==> config.mk <==
export PLATFORM = sky130hd
export DESIGN_NAME = prc
export DESIGN_NICKNAME = d
export VERILOG_FILES = /design/src/design/prc_pkg.sv /design/src/design/prc_bus_if.sv /design/src/design/prc.sv /design/src/design/prc_bus_sequencer.sv /design/src/design/prc_frame_copy.sv /design/src/design/prc_map_draw.sv /design/src/design/prc_control.sv
export VERILOG_INCLUDE_DIRS = /design/src /design/src/design
export SDC_FILE = /design/constraint.sdc
export NUM_CORES = 1
export LEC_CHECK = 0
export BUFFER_PORTS_ARGS = -buffer_cell sky130_fd_sc_hd__buf_2
export CAP_MARGIN = 0
export CORE_MARGIN = 2
export CORE_UTILIZATION = 65
export CTS_BUF_LIST = sky130_fd_sc_hd__clkbuf_8
export DETAILED_ROUTE_END_ITERATION = 6
export PLACE_DENSITY = 0.86
export SLEW_MARGIN = 20
export SYNTH_ARGS = -nofsm -noshare
export SYNTH_HDL_FRONTEND = slang
export SYNTH_SLANG_ARGS = --single-unit
==> constraint.sdc <==
create_clock -name clk -period 7.1 [get_ports clk]
set_input_delay 0.355 -clock clk [delete_from_list [all_inputs] [get_ports clk]]
set_output_delay 0.355 -clock clk [all_outputs]
set_load 0.01 [all_outputs]
==> src/design/prc_consts.svh <==
`ifndef PRC_CONSTS_SVH
`define PRC_CONSTS_SVH

// cpu register map
`define PRC_REG_MODE     24'h2080
`define PRC_REG_RATE     24'h2081
`define PRC_REG_MAP_LO   24'h2082
`define PRC_REG_MAP_MID  24'h2083
`define PRC_REG_MAP_HI   24'h2084
`define PRC_REG_COUNTER  24'h208A

// bus addresses used by the engines
`define PRC_VRAM_BASE    24'h1000
`define PRC_TILEMAP_BASE 24'h1360
`define PRC_LCD_CMD      24'h20FE
`define PRC_LCD_DATA     24'h20FF

// screen geometry, 8 pixel pages
`define PRC_SCREEN_W     96
`define PRC_PAGES        8

// frame counter window
`define PRC_COUNT_START  7'h18
`define PRC_COUNT_END    7'h42

// clock cycles per counter tick
`define PRC_OSC_PERIOD   855

`endif
==> src/design/prc_pkg.sv <==
package prc_pkg;

    // which engine owns the bus
    typedef enum logic [1:0]
    {
        STAGE_IDLE       = 2'd0,
        STAGE_MAP_DRAW   = 2'd1,
        STAGE_FRAME_COPY = 2'd2
    } prc_stage_t;

    // bus_status encoding, same values as the cpu side expects
    typedef enum logic [1:0]
    {
        CMD_IDLE      = 2'd0,
        CMD_MEM_WRITE = 2'd2,
        CMD_MEM_READ  = 2'd3
    } bus_cmd_t;

    // map dimensions in tiles
    typedef struct packed
    {
        logic [4:0] width;
        logic [4:0] height;
    } map_size_t;

endpackage

==> src/design/prc_bus_if.sv <==
interface prc_bus_if;
    import prc_pkg::*;

    logic        step;     // phase 0 strobe from the sequencer
    logic [23:0] address;
    bus_cmd_t    cmd;
    logic [7:0]  wdata;
    logic [7:0]  rdata;    // memory data, valid during step
    logic        done;     // end of pass

    modport engine
    (
        input  step,
        input  rdata,
        output address,
        output cmd,
        output wdata,
        output done
    );

    modport sequencer
    (
        output step,
        output rdata,
        input  address,
        input  cmd,
        input  wdata
    );

endinterface

==> src/design/prc.sv <==
`include "prc_consts.svh"

module prc
#(
    parameter int osc_period = `PRC_OSC_PERIOD
)
(
    input  logic                clk,
    input  logic                reset,
    input  logic                bus_write,
    input  logic                bus_read,
    input  logic [23:0]         bus_address_in,
    input  logic [7:0]          bus_data_in,
    output logic [7:0]          bus_data_out,
    output logic [23:0]         bus_address_out,
    output prc_pkg::bus_cmd_t   bus_status,
    output logic                write,
    output logic                read,
    output logic                bus_request,
    input  logic                bus_ack,
    output logic                irq_copy_complete,
    output logic                irq_render_done
);
    import prc_pkg::*;

    prc_stage_t  stage;
    map_size_t   map_size;
    logic [23:0] map_base;
    logic [7:0]  reg_data_out;
    logic [7:0]  engine_data;
    logic        start_map;
    logic        start_copy;

    prc_bus_if map_bus ();
    prc_bus_if copy_bus ();

    prc_control #(.osc_period(osc_period)) u_control
    (
        .clk               (clk),
        .reset             (reset),
        .bus_write         (bus_write),
        .bus_address_in    (bus_address_in),
        .bus_data_in       (bus_data_in),
        .map_done          (map_bus.done),
        .copy_done         (copy_bus.done),
        .bus_ack           (bus_ack),
        .reg_data_out      (reg_data_out),
        .stage             (stage),
        .start_map         (start_map),
        .start_copy        (start_copy),
        .map_base          (map_base),
        .map_size          (map_size),
        .bus_request       (bus_request),
        .irq_render_done   (irq_render_done),
        .irq_copy_complete (irq_copy_complete)
    );

    prc_map_draw u_map_draw
    (
        .clk      (clk),
        .reset    (reset),
        .start    (start_map),
        .map_base (map_base),
        .map_size (map_size),
        .bus      (map_bus)
    );

    prc_frame_copy u_frame_copy
    (
        .clk   (clk),
        .reset (reset),
        .start (start_copy),
        .bus   (copy_bus)
    );

    prc_bus_sequencer u_sequencer
    (
        .clk             (clk),
        .reset           (reset),
        .bus_ack         (bus_ack),
        .stage           (stage),
        .bus_data_in     (bus_data_in),
        .map_bus         (map_bus),
        .copy_bus        (copy_bus),
        .bus_address_out (bus_address_out),
        .bus_status      (bus_status),
        .engine_data     (engine_data),
        .read            (read),
        .write           (write)
    );

    // engine data while we own the bus, register readback while the cpu reads
    assign bus_data_out = bus_ack ? engine_data : (bus_read ? reg_data_out : 8'h00);

endmodule

==> src/design/prc_bus_sequencer.sv <==
module prc_bus_sequencer
(
    input  logic                  clk,
    input  logic                  reset,
    input  logic                  bus_ack,
    input  prc_pkg::prc_stage_t   stage,
    input  logic [7:0]            bus_data_in,
    prc_bus_if.sequencer          map_bus,
    prc_bus_if.sequencer          copy_bus,
    output logic [23:0]           bus_address_out,
    output prc_pkg::bus_cmd_t     bus_status,
    output logic [7:0]            engine_data,
    output logic                  read,
    output logic                  write
);
    import prc_pkg::*;

    logic phase;   // 0 steps an engine, 1 runs the memory cycle

    always_ff @(posedge clk or posedge reset)
    begin
        if (reset)
            phase <= 1'b0;
        else if (stage == STAGE_IDLE)
            phase <= 1'b0;
        else if (bus_ack)
            phase <= ~phase;   // holds while the cpu owns the bus
    end

    assign map_bus.step   = bus_ack && !phase && (stage == STAGE_MAP_DRAW);
    assign copy_bus.step  = bus_ack && !phase && (stage == STAGE_FRAME_COPY);
    assign map_bus.rdata  = bus_data_in;
    assign copy_bus.rdata = bus_data_in;

    always_comb
    begin
        case (stage)
            STAGE_MAP_DRAW:
            begin
                bus_address_out = map_bus.address;
                bus_status      = map_bus.cmd;
                engine_data     = map_bus.wdata;
            end
            STAGE_FRAME_COPY:
            begin
                bus_address_out = copy_bus.address;
                bus_status      = copy_bus.cmd;
                engine_data     = copy_bus.wdata;
            end
            default:
            begin
                bus_address_out = '0;
                bus_status      = CMD_IDLE;
                engine_data     = 8'h00;
            end
        endcase
    end

    // single cycle strobes in phase 1
    assign read  = bus_ack && phase && (bus_status == CMD_MEM_READ);
    assign write = bus_ack && phase && (bus_status == CMD_MEM_WRITE);

endmodule

==> src/design/prc_frame_copy.sv <==
`include "prc_consts.svh"

module prc_frame_copy
(
    input  logic       clk,
    input  logic       reset,
    input  logic       start,
    prc_bus_if.engine  bus
);
    import prc_pkg::*;

    typedef enum logic [2:0]
    {
        FC_COL_LO = 3'd0,   // column address low nibble
        FC_COL_HI = 3'd1,
        FC_PAGE   = 3'd2,
        FC_READ   = 3'd3,
        FC_WRITE  = 3'd4,
        FC_DONE   = 3'd5
    } fc_state_t;

    localparam logic [6:0]  LAST_COL  = 7'(`PRC_SCREEN_W - 1);
    localparam logic [2:0]  LAST_PAGE = 3'(`PRC_PAGES - 1);
    localparam logic [23:0] SCREEN_W  = 24'(`PRC_SCREEN_W);

    fc_state_t   state;
    logic        active;
    logic [2:0]  page;
    logic [6:0]  col;
    logic [23:0] next_addr;
    logic [7:0]  next_data;

    always_comb
    begin
        next_addr = `PRC_LCD_CMD;
        next_data = 8'h00;
        case (state)
            FC_COL_LO: next_data = 8'h10;
            FC_PAGE:   next_data = {5'b10110, page};
            FC_READ:   next_addr = `PRC_VRAM_BASE + {21'd0, page} * SCREEN_W + {17'd0, col};
            FC_WRITE:
            begin
                next_addr = `PRC_LCD_DATA;
                next_data = bus.rdata;
            end
            default:
            begin
            end
        endcase
    end

    always_ff @(posedge clk)
    begin
        if (active && bus.step)
        begin
            bus.address <= next_addr;
            bus.wdata   <= next_data;
        end
    end

    always_ff @(posedge clk or posedge reset)
    begin
        if (reset)
        begin
            active   <= 1'b0;
            state    <= FC_COL_LO;
            page     <= 3'd0;
            col      <= 7'd0;
            bus.cmd  <= CMD_IDLE;
            bus.done <= 1'b0;
        end
        else
        begin
            bus.done <= 1'b0;
            if (start)
            begin
                active  <= 1'b1;
                state   <= FC_COL_LO;
                page    <= 3'd0;
                col     <= 7'd0;
                bus.cmd <= CMD_IDLE;
            end
            else if (active && bus.step)
            begin
                bus.cmd <= CMD_MEM_WRITE;
                case (state)
                    FC_COL_LO: state <= FC_COL_HI;
                    FC_COL_HI: state <= FC_PAGE;
                    FC_PAGE:   state <= FC_READ;
                    FC_READ:
                    begin
                        bus.cmd <= CMD_MEM_READ;
                        state   <= FC_WRITE;
                    end
                    FC_WRITE:
                    begin
                        state <= FC_READ;
                        col   <= col + 1'b1;
                        if (col == LAST_COL)
                        begin
                            col   <= 7'd0;
                            state <= FC_COL_LO;   // next page starts with its commands
                            if (page == LAST_PAGE)
                                state <= FC_DONE;
                            else
                                page <= page + 1'b1;
                        end
                    end
                    default:
                    begin
                        bus.cmd  <= CMD_IDLE;
                        bus.done <= 1'b1;
                        active   <= 1'b0;
                    end
                endcase
            end
        end
    end

endmodule

==> src/design/prc_map_draw.sv <==
`include "prc_consts.svh"

module prc_map_draw
(
    input  logic                 clk,
    input  logic                 reset,
    input  logic                 start,
    input  logic [23:0]          map_base,
    input  prc_pkg::map_size_t   map_size,
    prc_bus_if.engine            bus
);
    import prc_pkg::*;

    typedef enum logic [1:0]
    {
        MD_TILE  = 2'd0,   // read tile number from the map
        MD_BYTE  = 2'd1,   // read one column of the tile
        MD_WRITE = 2'd2,   // store it into vram
        MD_DONE  = 2'd3
    } md_state_t;

    localparam logic [6:0]  LAST_COL  = 7'(`PRC_SCREEN_W - 1);
    localparam logic [2:0]  LAST_PAGE = 3'(`PRC_PAGES - 1);
    localparam logic [23:0] SCREEN_W  = 24'(`PRC_SCREEN_W);

    md_state_t   state;
    logic        active;
    logic [2:0]  page;
    logic [6:0]  col;
    logic [23:0] row_off;
    logic [23:0] next_addr;

    assign row_off = {21'd0, page} * {19'd0, map_size.width};

    always_comb
    begin
        case (state)
            MD_TILE:  next_addr = `PRC_TILEMAP_BASE + row_off + {20'd0, col[6:3]};
            MD_BYTE:  next_addr = map_base + {13'd0, bus.rdata, 3'd0} + {21'd0, col[2:0]};
            MD_WRITE: next_addr = `PRC_VRAM_BASE + {21'd0, page} * SCREEN_W + {17'd0, col};
            default:  next_addr = '0;
        endcase
    end

    always_ff @(posedge clk)
    begin
        if (active && bus.step)
        begin
            bus.address <= next_addr;
            bus.wdata   <= bus.rdata;   // only used on the vram write
        end
    end

    always_ff @(posedge clk or posedge reset)
    begin
        if (reset)
        begin
            active   <= 1'b0;
            state    <= MD_TILE;
            page     <= 3'd0;
            col      <= 7'd0;
            bus.cmd  <= CMD_IDLE;
            bus.done <= 1'b0;
        end
        else
        begin
            bus.done <= 1'b0;
            if (start)
            begin
                active  <= 1'b1;
                state   <= MD_TILE;
                page    <= 3'd0;
                col     <= 7'd0;
                bus.cmd <= CMD_IDLE;
            end
            else if (active && bus.step)
            begin
                case (state)
                    MD_TILE:
                    begin
                        bus.cmd <= CMD_MEM_READ;
                        state   <= MD_BYTE;
                    end
                    MD_BYTE:
                        state <= MD_WRITE;
                    MD_WRITE:
                    begin
                        bus.cmd <= CMD_MEM_WRITE;
                        state   <= MD_TILE;
                        col     <= col + 1'b1;
                        if (col == LAST_COL)
                        begin
                            col <= 7'd0;
                            if (page == LAST_PAGE)
                                state <= MD_DONE;
                            else
                                page <= page + 1'b1;
                        end
                    end
                    default:
                    begin
                        bus.cmd  <= CMD_IDLE;   // last write went out in the previous phase 1
                        bus.done <= 1'b1;
                        active   <= 1'b0;
                    end
                endcase
            end
        end
    end

endmodule

==> src/design/prc_control.sv <==
`include "prc_consts.svh"

module prc_control
#(
    parameter int osc_period = `PRC_OSC_PERIOD
)
(
    input  logic                  clk,
    input  logic                  reset,
    input  logic                  bus_write,
    input  logic [23:0]           bus_address_in,
    input  logic [7:0]            bus_data_in,
    input  logic                  map_done,
    input  logic                  copy_done,
    input  logic                  bus_ack,
    output logic [7:0]            reg_data_out,
    output prc_pkg::prc_stage_t   stage,
    output logic                  start_map,
    output logic                  start_copy,
    output logic [23:0]           map_base,
    output prc_pkg::map_size_t    map_size,
    output logic                  bus_request,
    output logic                  irq_render_done,
    output logic                  irq_copy_complete
);
    import prc_pkg::*;

    localparam int OSC_W = $clog2(osc_period);

    logic [5:0]       reg_mode;
    logic [7:0]       reg_rate;      // skip count in 7:4, rate field in 3:1
    logic [20:3]      reg_map_base;
    logic [6:0]       reg_counter;
    logic [OSC_W-1:0] osc_cnt;
    logic             tick;
    logic [3:0]       rate_match;
    prc_stage_t       nxt;
    logic             wr_pending;
    logic [23:0]      wr_addr;
    logic [7:0]       wr_data;

    function automatic prc_stage_t next_stage(input prc_stage_t cur, input logic [5:0] mode);
        prc_stage_t n;
        n = STAGE_IDLE;
        if (cur == STAGE_IDLE && mode[1])
            n = STAGE_MAP_DRAW;
        else if (cur != STAGE_FRAME_COPY && mode[3])
            n = STAGE_FRAME_COPY;
        return n;
    endfunction

    assign nxt      = next_stage(stage, reg_mode);
    assign tick     = (osc_cnt == OSC_W'(osc_period - 1));
    assign map_base = {3'd0, reg_map_base, 3'd0};

    always_comb
    begin
        case (reg_mode[5:4])
            2'd0:    map_size = '{width: 5'd12, height: 5'd16};
            2'd1:    map_size = '{width: 5'd16, height: 5'd12};
            2'd2:    map_size = '{width: 5'd24, height: 5'd8};
            default: map_size = '{width: 5'd24, height: 5'd16};
        endcase
    end

    // frames to skip between renders
    always_comb
    begin
        case (reg_rate[3:1])
            3'd0:    rate_match = 4'h2;
            3'd1:    rate_match = 4'h5;
            3'd2:    rate_match = 4'h8;
            3'd3:    rate_match = 4'hB;
            3'd4:    rate_match = 4'h1;
            3'd5:    rate_match = 4'h3;
            3'd6:    rate_match = 4'h5;
            default: rate_match = 4'h7;
        endcase
    end

    always_comb
    begin
        case (bus_address_in)
            `PRC_REG_MODE:    reg_data_out = {2'd0, reg_mode};
            `PRC_REG_RATE:    reg_data_out = reg_rate;
            `PRC_REG_MAP_LO:  reg_data_out = map_base[7:0];
            `PRC_REG_MAP_MID: reg_data_out = map_base[15:8];
            `PRC_REG_MAP_HI:  reg_data_out = map_base[23:16];
            `PRC_REG_COUNTER: reg_data_out = {1'b0, reg_counter};
            default:          reg_data_out = 8'h00;
        endcase
    end

    // cpu write is applied one cycle after the strobe
    always_ff @(posedge clk)
    begin
        wr_addr <= bus_address_in;
        wr_data <= bus_data_in;
    end

    always_ff @(posedge clk or posedge reset)
    begin
        if (reset)
        begin
            wr_pending        <= 1'b0;
            reg_mode          <= 6'd0;
            reg_rate          <= 8'd0;
            reg_map_base      <= '0;
            reg_counter       <= 7'd1;
            osc_cnt           <= '0;
            stage             <= STAGE_IDLE;
            start_map         <= 1'b0;
            start_copy        <= 1'b0;
            bus_request       <= 1'b0;
            irq_render_done   <= 1'b0;
            irq_copy_complete <= 1'b0;
        end
        else
        begin
            wr_pending <= bus_write;
            start_map  <= 1'b0;
            start_copy <= 1'b0;

            if (wr_pending)
            begin
                case (wr_addr)
                    `PRC_REG_MODE:    reg_mode <= wr_data[5:0];
                    `PRC_REG_RATE:
                        // a new rate field restarts the skip count
                        reg_rate <= (reg_rate[3:1] != wr_data[3:1]) ?
                            {4'd0, wr_data[3:0]} : {reg_rate[7:4], wr_data[3:0]};
                    `PRC_REG_MAP_LO:  reg_map_base[7:3]   <= wr_data[7:3];
                    `PRC_REG_MAP_MID: reg_map_base[15:8]  <= wr_data;
                    `PRC_REG_MAP_HI:  reg_map_base[20:16] <= wr_data[4:0];
                    default:
                    begin
                    end
                endcase
            end

            osc_cnt <= osc_cnt + 1'b1;
            if (tick)
            begin
                osc_cnt           <= '0;
                reg_counter       <= reg_counter + 1'b1;
                irq_render_done   <= 1'b0;
                irq_copy_complete <= 1'b0;

                if (reg_rate[7:4] == rate_match)
                begin
                    if (reg_counter == `PRC_COUNT_END)
                    begin
                        bus_request     <= 1'b0;
                        reg_counter     <= 7'd1;
                        reg_rate[7:4]   <= 4'd0;
                        irq_render_done <= 1'b1;
                    end
                    else if (reg_counter >= `PRC_COUNT_START && !bus_request && !bus_ack &&
                             stage == STAGE_IDLE && (reg_mode[1] || reg_mode[3]))
                    begin
                        bus_request <= 1'b1;
                        stage       <= nxt;
                        start_map   <= (nxt == STAGE_MAP_DRAW);
                        start_copy  <= (nxt == STAGE_FRAME_COPY);
                    end
                end
                else if (reg_counter == `PRC_COUNT_END)
                begin
                    reg_counter   <= 7'd1;
                    reg_rate[7:4] <= reg_rate[7:4] + 1'b1;   // skipped frame
                end
            end

            // hand the bus to the next enabled engine
            if ((stage == STAGE_MAP_DRAW && map_done) ||
                (stage == STAGE_FRAME_COPY && copy_done))
            begin
                stage      <= nxt;
                start_map  <= (nxt == STAGE_MAP_DRAW);
                start_copy <= (nxt == STAGE_FRAME_COPY);
                if (stage == STAGE_FRAME_COPY)
                    irq_copy_complete <= 1'b1;
            end
        end
    end

endmodule

* Yosys cells after proc, flatten, opt, wreduce, memory -nomap -nowiden
Cells that the tools add are included.
** Storage, ports and cells
- Register bits after elaboration :: 187
- Input port bits :: 37
- Output and inout bits :: 39
- Word-level logic and storage cells :: 251
** Cells by class
- Add/subtract/negate cells :: 15
- Multiply operators :: 3
- Order comparisons :: 1
- Equality and inequality tests :: 46
- Muxes and demuxes :: 92
- Bitwise operators :: 1
- Reductions and logical operators :: 59
** Operators with widths (count)
- equality test 24 x 14 -> 1 bit (second input constant) :: 11
- case mux 24 bit (2 select lines) :: 2
- case mux 24 bit (3 select lines) :: 1
- 2-to-1 mux 7 bit :: 9
- adder 24 x 7 -> 24 bit :: 2
- case mux 8 bit (6 select lines) :: 1
- 2-to-1 mux 3 bit :: 14
- 2-to-1 mux 8 bit :: 5
- 2-to-1 mux 1 bit :: 31
- 2-to-1 mux 2 bit :: 15
- case mux 10 bit (3 select lines) :: 1
- adder 13 x 10 -> 14 bit (first input constant) :: 2
- adder 24 x 3 -> 24 bit :: 1
- adder 24 x 4 -> 24 bit :: 1
- case mux 4 bit (6 select lines) :: 1
- case mux 8 bit (3 select lines) :: 1
- AND reduction 2 bit :: 12
- adder 21 x 11 -> 22 bit :: 1
- nonzero test 2 bit :: 11
- adder 7 x 1 -> 7 bit (second input constant) :: 3
- equality test 7 bit (second input constant) :: 3
- equality test 3 bit (second input constant) :: 6
- logical AND 1 bit :: 16
- 2-to-1 mux 4 bit :: 4
- 34 further kinds :: 63

* Logic depth before layout (Yosys ltp)
Gate-level depths: netlist (run 1).
- Word-level depth :: 10
- Mapped depth :: 16
- Depth with buffers taken out :: 15

* Hierarchy
A second synthesis (run 1) with hierarchy kept.
** Unflattened totals
- Cell total of the unflattened synthesis :: 1030
- Area total of the unflattened synthesis :: 10525.1 sq um
** Modules (own cells, without submodules)
- prc_control :: times used 1, cells each 336, area each 3839.9 sq um, sequential area each 2068.2 sq um
- prc_map_draw :: times used 1, cells each 388, area each 3737.3 sq um, sequential area each 1361.3 sq um
- prc_frame_copy :: times used 1, cells each 182, area each 1970.6 sq um, sequential area each 1056.0 sq um
- prc_bus_sequencer :: times used 1, cells each 110, area each 874.6 sq um, sequential area each 25.0 sq um
- prc :: times used 1, cells each 14, area each 102.6 sq um, sequential area each 0.0 sq um

* Worst setup path after synthesis (run 1)
No wires, ideal clock.
- Kind :: register to register
- Start point :: reg u_control.reg_mode[5]
- End point :: reg u_map_draw.bus.address[9] (data pin)
- Library setup time :: 0.270 ns
- Arrival time :: 2.897 ns
- Data required time :: 6.830 ns
- Setup slack :: 3.932 ns
- Cell stages (with the launch flop) :: 14
- Buffers on the path :: 1
- Period minus slack after synthesis :: 3.168 ns
- Path through :: dfrtp_1 > clkbuf_1 > nand2b_1 > nand2_1 > fa_1 > inv_1 > ha_1 > ha_1 > inv_1 > fa_1 > nand3b_1 > o311a_1 > o21ai_0 > a21oi_1
** Between the ends
- Cells in the longest elaborated chain, start to end :: 6
- Elaborated cells between the ends (all ways) :: 8
- Those cells by class :: add/sub (2); mul (1); eq/ne (2); mux (2); reduce/logical (1)
** Ends and longest elaborated chain
- start, declared :: line prc_control.sv:30 : logic [5:0] reg_mode;
- start signal, assigned :: line prc_control.sv:127 : `PRC_REG_MODE: reg_mode <= wr_data[5:0];
- equality test 2 bit, or another cell as far along :: line prc_control.sv:58 : case (reg_mode[5:4])
- case mux 10 bit (3 select lines) * :: line prc_control.sv:58
- multiplier 3 x 5 -> 8 bit * :: line prc_map_draw.sv:33 : assign row_off = {21'd0, page} * {19'd0, map_size.width};
- adder 13 x 8 -> 14 bit (no line) *
- adder 24 x 4 -> 24 bit (no line) *
- case mux 24 bit (3 select lines) * :: line prc_map_draw.sv:37 : case (state)
- named net u_map_draw.next_addr[9] :: line prc_map_draw.sv:31 : logic [23:0] next_addr;
- end signal, assigned :: line prc_map_draw.sv:49 : bus.address <= next_addr;
- end, declared :: line prc_bus_if.sv:15 : output address,
The timed path passes the listed nets; every way through them passes the cells marked *.
A chain may end at the register's enable or synchronous reset.

* Final worst setup path (run 1)
- Start point :: reg u_control.reg_mode[4]
- End point :: reg u_map_draw.bus.address[9] (data pin)
Same word-level chain as after synthesis.

==> summary.md, run 1 <==
| Metric | Value |
|---|---|
| Status | `completed` |
| Synthesized flop and latch total | `around 170` |
| Post-CTS setup buffers | `0` |
| Leakage power | `approximately 0.0045 uW` |
| Main area contributors after synthesis | `dfrtp_1 (24%), edfxtp_1 (16%), dfxtp_1 (6.9%)` |
| Slew Viols, Final | `0` |
| Final total power | `2376 uW` |
| Vias/cell | `between 6 and 7` |
| Worst Reg-to-Reg Cells | `12` |
| Post-Layout Cell Count | `~1200` |
| Maximum clock frequency | `~0.29 GHz` |
| Ys flop type | `dfrtp_1` |
| GRT overflow | `0` |
| Worst clock skew | `~12 ps` |
| Fin nets | `1054` |
| Gpl congestion | `between 0.9 and 1` |
| Final hold vios | `0` |
| RSZ-0062 raised after global routing | `no` |
| DRT Wirelength | `about 22 mm` |
| Post-route ant nets | `0` |
| CP startpoint kind | `flip-flop` |
| Worst-skew pair later-pin latency | `between 400 and 500 ps` |
| Multi-input logic area | `roughly 0.0045 mm^2` |
| Global-route usage over all layers | `approximately 30%` |
| Num ports | `76` |
| Sequential area share after synthesis | `roughly 48%` |
| Synth unique cells | `between 70 and 80` |
| Vias | `~7300` |
| Die H | `about 120 um` |
| Setup CP Type | `reg2reg` |
| Ys async rst share | `52.30%` |
| Largest net degree at the start of global routing | `57` |
| CTS tree | `built` |
| Flip-flop and latch area | `about 0.0045 mm^2` |
| Clock network power share | `30.0%` |
| Area of the core | `about 0.014 mm^2` |
| Vias in the first global route | `around 7000` |
| Placed Instances | `approximately 1100` |
| Slew @ Worst Pin | `between 900 and 1000 ps` |
| Power per Cell Area | `approximately 230 mW/mm^2` |
| Critical Path Source | `u_control.reg_mode[4]$_DFFE_PP0P_` |
| Worst-case hold slack | `roughly 42 ps` |
| Number of flops mapped to enable cells by yosys | `51` |
| Diodes inserted | `0` |
| Fin crit share | `a little under half` |
| Die Wd | `roughly 120 um` |
| Post-DP HPWL | `~15 mm` |
| Final setup vio count | `0` |
| Post-synth top area share | `around a quarter` |
| Die area | `0.01527 mm^2` |
| Clock Pin Slew Worst Setup and Hold Paths | `about 100 ps` |
| Reg-to-reg startpoint | `u_control.reg_mode[4]$_DFFE_PP0P_` |
| Root Buffer | `clkbuf_8` |
| Sw Pwr | `744.8 uW` |
| DRC | `0` |
| Syn-to-layout area delta | `11.31%` |
| Starting Density | `between 60% and 70%` |
| Internal power | `approximately 1600 uW` |
| VDD IR-drop max | `between 0.15 and 0.2 mV` |
| Flop pwr share | `between 40% and 50%` |
| Crit end category | `flip-flop` |
| Max Cap Viol | `0` |
| First-pass detailed-route iteration total | `6` |
| Slew HR | `between 30% and 40%` |
| Layout cells sized above 1 | `between 10% and 20%` |
| H-tree levels | `4` |
| WL per Instance | `19.42 um` |
| Worst path required time | `between 7000 and 8000 ps` |
| Count leader, synth | `dfrtp_1` |
| Input/output buffers | `73` |
| Num CTS Buffers | `17` |
| Most frequent cells after synthesis | `dfrtp_1 (90), nor2_1 (75), edfxtp_1 (51), ha_1 (47), nand2_1 (47)` |
| Synth Area per Inst | `roughly 10 um^2` |
| Layout fillers | `948` |
| Post-Syn Area | `0.009293 mm^2` |
| Crit Path Max Fanout | `9` |
| Post-Syn Instances | `slightly below 900` |
| Num rows | `43` |
| CTS Buffer Depth | `2` |
| Worst Path Arrival | `around 3600 ps` |
| Initial DRC count | `around 830` |
| Hold Crit Start | `bus_address_in[10]` |
| Ys Warns | `0` |
| Hold Path Cell Cnt | `1` |
| Initial antenna violation count | `0` |
| Area leader, netlist | `dfrtp_1` |
| Clock Sink Count | `about 170` |
| Combinational share of power | `between 20% and 30%` |
| Fin crit period | `approximately 3400 ps` |
| Final setup TNS | `0 ps` |
| Sw Ratio | `between 30% and 40%` |
| Hold crit path type | `in2reg` |
| First-pass GRT wire length | `about 35 mm` |
[critical path, cell delays in order (launching register included)]
cell	delay, ps
dfrtp_1	490
nor2_1	170
nand2_1	100
fa_1	550
inv_1	40
ha_1	190
ha_1	190
inv_1	80
fa_1	450
nand3b_1	260
o311a_1	380
o21ai_0	170
a21oi_1	80
[metrics by stage]
step                      util, %  area (um^2)  setup WS (ps)
after CTS                   74.23        10340           3729
after global routing        74.23        10340           3536
after floorplan                 -         9296           3932
final                       74.23        10340           3695
after detailed placement    69.84         9732           3741
after global placement      69.84         9732           3862
[registers in the layout, indices dropped and copies added (netlist names), 2 cells and up]
register                  count
u_control.wr_data             8
u_control.stage               2
u_map_draw.state              2
u_frame_copy.bus.address     13
u_control.reg_map_base       18
u_frame_copy.page             3
u_control.wr_addr            24
u_map_draw.bus.cmd            2
u_control.reg_counter         7
u_frame_copy.bus.wdata        8
u_map_draw.page               3
u_frame_copy.state            3
u_frame_copy.col              7
u_map_draw.bus.address       22
u_frame_copy.bus.cmd          2
u_map_draw.col                7
u_map_draw.bus.wdata          8
u_control.reg_mode            6
u_control.reg_rate            8
u_control.osc_cnt            10
[cell usage in the layout, fill, tap and decap left out, types with 21 or more instances in the layout]
| cell | count |
|---|---|
| dfrtp_1 | 90 |
| nor2_1 | 75 |
| buf_2 | 73 |
| edfxtp_1 | 51 |
| nand2_1 | 47 |
| ha_1 | 47 |
| a22oi_1 | 41 |
| a21oi_1 | 40 |
| o21ai_0 | 35 |
| mux2_2 | 33 |
| inv_1 | 33 |
| dfxtp_1 | 32 |
| nor2b_1 | 24 |
| nor3_1 | 21 |
| xor2_1 | 21 |
| dlygate4sd3_1 | 21 |
[cell type report]
class / instances / area share (%)
Inverter: 35 / 1.282
Clock buffer: 18 / 2.395
Tap cell: 180 / 2.177
Multi-Input combinational cell: 635 / 43.70
Clock inverter: 14 / 1.488
Sequential cell: 174 / 43.03
Timing Repair Buffer: 99 / 5.927
[cells by family (layout without fill, tap and decap cells)]
family	Yosys count	in the layout	share of synthesized area [%]
buffers and inverters	81	166	3.501
other	1	2	0.04035
adder cells (fa/ha/maj)	55	55	8.052
XOR/XNOR	37	37	3.487
flip-flops	174	174	47.89
multiplexers	51	51	5.992
AO/OA/AOI/OAI	186	186	13.11
AND/OR/NAND/NOR	304	304	17.92
[final timing paths]
path / end / slack (ps)
max: u_map_draw.bus.address[9]$_DFFE_PP_ / 3690
max reg2reg: u_map_draw.bus.address[9]$_DFFE_PP_ / 3690
min: u_control.wr_addr[10]$_DFF_P_ / 40
max in group asynchronous: u_control.reg_mode[3]$_DFFE_PP0P_ / 5460
min reg2reg: u_control.irq_render_done$_DFFE_PP0P_ / 490
min in group asynchronous: u_map_draw.col[6]$_DFFE_PP0P_ / 490
[metal layers]
layer,share of wire [%],global-route usage (%)
met3,7.5,6.458
met1,42,40.55
met5,0,0
met2,49,50.93
met4,2.1,10.94
[power by group through the flow]
stage	logic [uW]	registers [uW]	clock network, uW
final	511	1150	712
after global placement	486	1170	0
after global routing	566	1160	758
after CTS	507	1150	719
after floorplan	338	1160	0
after detailed placement	494	1170	0
[what timing repair did]
item | in CTS | in global routing
hold buffers | 21 | 0
setup endpoints to repair | 0 | 0
gates resized for setup | 0 | 0
endpoints found under the hold margin | 55 | 0
Power figures use the tool's default switching activity.
==> inputs of run 2 (changes only) <==
- CORE_UTILIZATION: 65 -> 62
- PLACE_DENSITY: 0.86 -> 0.82
- clock period: 7.1 -> 3.4 ns (I/O delays scaled with it)
==> summary.md, run 2 (same netlist as run 1, synthesis figures left out) <==
| Metric | Value |
|---|---|
| Layout cells sized above 1 | `17.27% (+1.1 points)` |
| Most frequent cells in the layout | `dfrtp_1 (88), nor2_1 (74), buf_2 (73), edfxtp_1 (51), nand2_1 (47)` |
| RSZ-0062 raised after global routing | `no` |
| Crit Reg-Reg Endpoint | `u_map_draw.bus.address[9]$_DFFE_PP_` |
| Crit end category | `flip-flop` |
| Die area | `0.01598 mm^2 (+4.7%)` |
| H-tree levels | `4 (unchanged)` |
| Vias/cell | `6.247 (-0.99%)` |
| First-pass GRT wire length | `36.63 mm (+3.6%)` |
| CP max-delay cell | `fa_1` |
| Critical Path Source | `u_control.reg_mode[5]$_DFFE_PP0P_` |
| Worst path buffer plus inverter count | `2 (unchanged)` |
| Root Buffer | `clkbuf_8` |
| Max Cap Viol | `0 (unchanged)` |
| Num CTS Buffers | `17 (unchanged)` |
| Slew Viols, Final | `0 (unchanged)` |
| Layout Utilization | `72.48% (-1.8 points)` |
| Slew HR | `49.76% (+11 points)` |
| Clock Sink Count | `174 (unchanged)` |
| Most common cell after layout, fill and taps aside | `dfrtp_1` |
| Maximum clock frequency | `0.3101 GHz (+5.6%)` |
| Starting Density | `63.70% (-3.0 points)` |
| Vias | `7372 (+1.2%)` |
| Global-route usage over all layers | `29.26% (-1.6 points)` |
| DRC | `1 (+1)` |
| Syn-to-layout area delta | `13.79%` |
| Status | `finished, violations left` |
| Num ports | `76 (unchanged)` |
| CP delay by family, top | `adder cells` |
| Top flop regs | `u_control.wr_addr: 24 flops, u_map_draw.bus.address: 22 flops, u_control.reg_map_base: 18 flops` |
| DRT Wirelength | `23.04 mm (+2.7%)` |
| CP startpoint kind | `flip-flop` |
| Initial DRC count | `829 (-0.36%)` |
| Multi-input logic area | `0.004533 mm^2 (+0.28%)` |
| Slew @ Worst Pin | `753.6 ps (-166.4 ps)` |
| Setup ws final | `175.0 ps (-3520 ps)` |
| Vias in the first global route | `6911 (-0.59%)` |
| Post-route ant nets | `0 (unchanged)` |
| Die H | `126.4 um (+2.3%)` |
| Max reg flops | `24 (unchanged)` |
| Hold Crit Start | `bus_address_in[1]` |
| Final hold vios | `0 (unchanged)` |
| Failing checks | `DRC` |
| CTS tree | `built` |
| Fin crit period | `3225 ps (-180.2 ps)` |
| Final setup TNS | `0 ps (unchanged)` |
| Worst-skew pair later-pin latency | `470 ps (about the same)` |
| Hold crit path type | `in2reg` |
| Setup CP Type | `reg2reg` |
| Final setup vio count | `0 (unchanged)` |
| Reg2reg setup slack | `170 ps (-3520 ps)` |
| WL per Instance | `19.52 um (+0.55%)` |
| Worst Path Arrival | `3440 ps (-170 ps)` |
| Power per Cell Area | `478.2 mW/mm^2 (+110%)` |
| Cell breakdown of the critical path | `nor2_2, nand2_1, fa_1, inv_1, ha_1, ha_2, inv_1, fa_1, nand3b_1, o311a_1, o21ai_1, a21oi_1` |
| Die Wd | `126.4 um (+2.3%)` |
| Flip-flop and latch area | `0.004453 mm^2 (about the same)` |
| Input/output buffers | `73 (unchanged)` |
| Post-place setup slack | `77.22 ps (-3664 ps)` |
| Largest reg by FF count | `u_control.wr_addr` |
| Initial antenna violation count | `0 (unchanged)` |
| Num rows | `44 (+2.3%)` |
| Clock Pin Slew Worst Setup and Hold Paths | `100 ps (about the same)` |
| Hold path endpoint | `u_control.wr_addr[1]$_DFF_P_` |
| Post-DP HPWL | `15.37 mm (-0.35%)` |
| Worst path required time | `3610 ps (-3690 ps)` |
| Worst clock skew | `12.36 ps (-0.1197 ps)` |
| Leakage power | `0.004571 uW (+2.4%)` |
| Crit Path Max Fanout | `6 (-3)` |
| First-pass detailed-route iteration total | `7 (+1)` |
| Reg-to-reg startpoint | `u_control.reg_mode[5]$_DFFE_PP0P_` |
| Gpl congestion | `0.9537 (+2.4%)` |
| VDD IR-drop max | `0.2954 mV (+60%)` |
| Largest net degree at the start of global routing | `35 (-39%)` |
| CTS Buffer Depth | `2 (unchanged)` |
| Hold Path Cell Cnt | `1 (unchanged)` |
| Fin crit share | `94.85% (+47 points)` |
| Layout fillers | `1024 (+8.0%)` |
| GRT overflow | `0 (unchanged)` |
| Fin nets | `1075 (+2.0%)` |
| Diodes inserted | `0 (unchanged)` |
| Area of the core | `0.01459 mm^2 (+4.7%)` |
| Worst Reg-to-Reg Cells | `12 (unchanged)` |
| Max stage delay on crit path | `540 ps (about the same)` |
## run 2: layer usage
| layer | vias up | part of all wire (%) | track usage, % |
|---|---|---|---|
| met5 | - | 0 | 0 |
| met4 | 0 | 2.6 | 9.114 |
| met3 | 46 | 8.0 | 6.875 |
| met2 | 337 | 47 | 47.22 |
| met1 | 3592 | 42 | 39.57 |
| li1 | 3397 | - | - |
## run 2: final cells by class
class / instances / area share, %
multi-input combinational: 635 / 42.87
tap: 184 / 2.177
timing repair buffer: 120 / 7.549
inverter: 35 / 1.254
clock buffer: 18 / 2.343
sequential: 174 / 42.11
clock inverter: 14 / 1.692
## run 2: worst max-delay path by stage
stage | to | slack (ps) | cells after the start
after detailed placement | u_map_draw.bus.address[9]$_DFFE_PP_ | 80 | 12
after CTS | u_map_draw.bus.address[9]$_DFFE_PP_ | 60 | 12
after global placement | u_map_draw.bus.address[9]$_DFFE_PP_ | 190 | 12
after floorplan | u_map_draw.bus.address[9]$_DFFE_PP_ | 230 | 13
final | u_map_draw.bus.address[9]$_DFFE_PP_ | 170 | 12
after global routing | u_map_draw.bus.address[8]$_DFFE_PP_ | 1 | 15
## run 2: report_power, final
part	leakage, uW	internal (uW)	switching (uW)
sequential	0.00194	2320	91.5
combinational	0.00241	414	674
clock	0.000222	762	797
total	0.00457	3490	1560
## run 2: through the flow
stage / power (uW) / instance area [um^2] / hold slack [ps] / cells
finish: 5057 / 10570 / 32.01 / 1180
global route: 5284 / 10570 / 13.50 / 1180
CTS: 5055 / 10540 / 5.218 / 1177
detailed placement: 3481 / 9782 / 221.3 / 1112
global placement: 3459 / 9782 / 217.2 / 1112
floorplan: 3121 / 9296 / 197.7 / 890
## run 2: repair_timing
| item | in CTS | in global routing |
|---|---|---|
| buffers inserted | 0 | 3 |
| hold buffers | 33 | 0 |
| hold endpoints to repair | 66 | 0 |
| resized for setup | 0 | 7 |
| setup endpoints to repair | 0 | 3 |
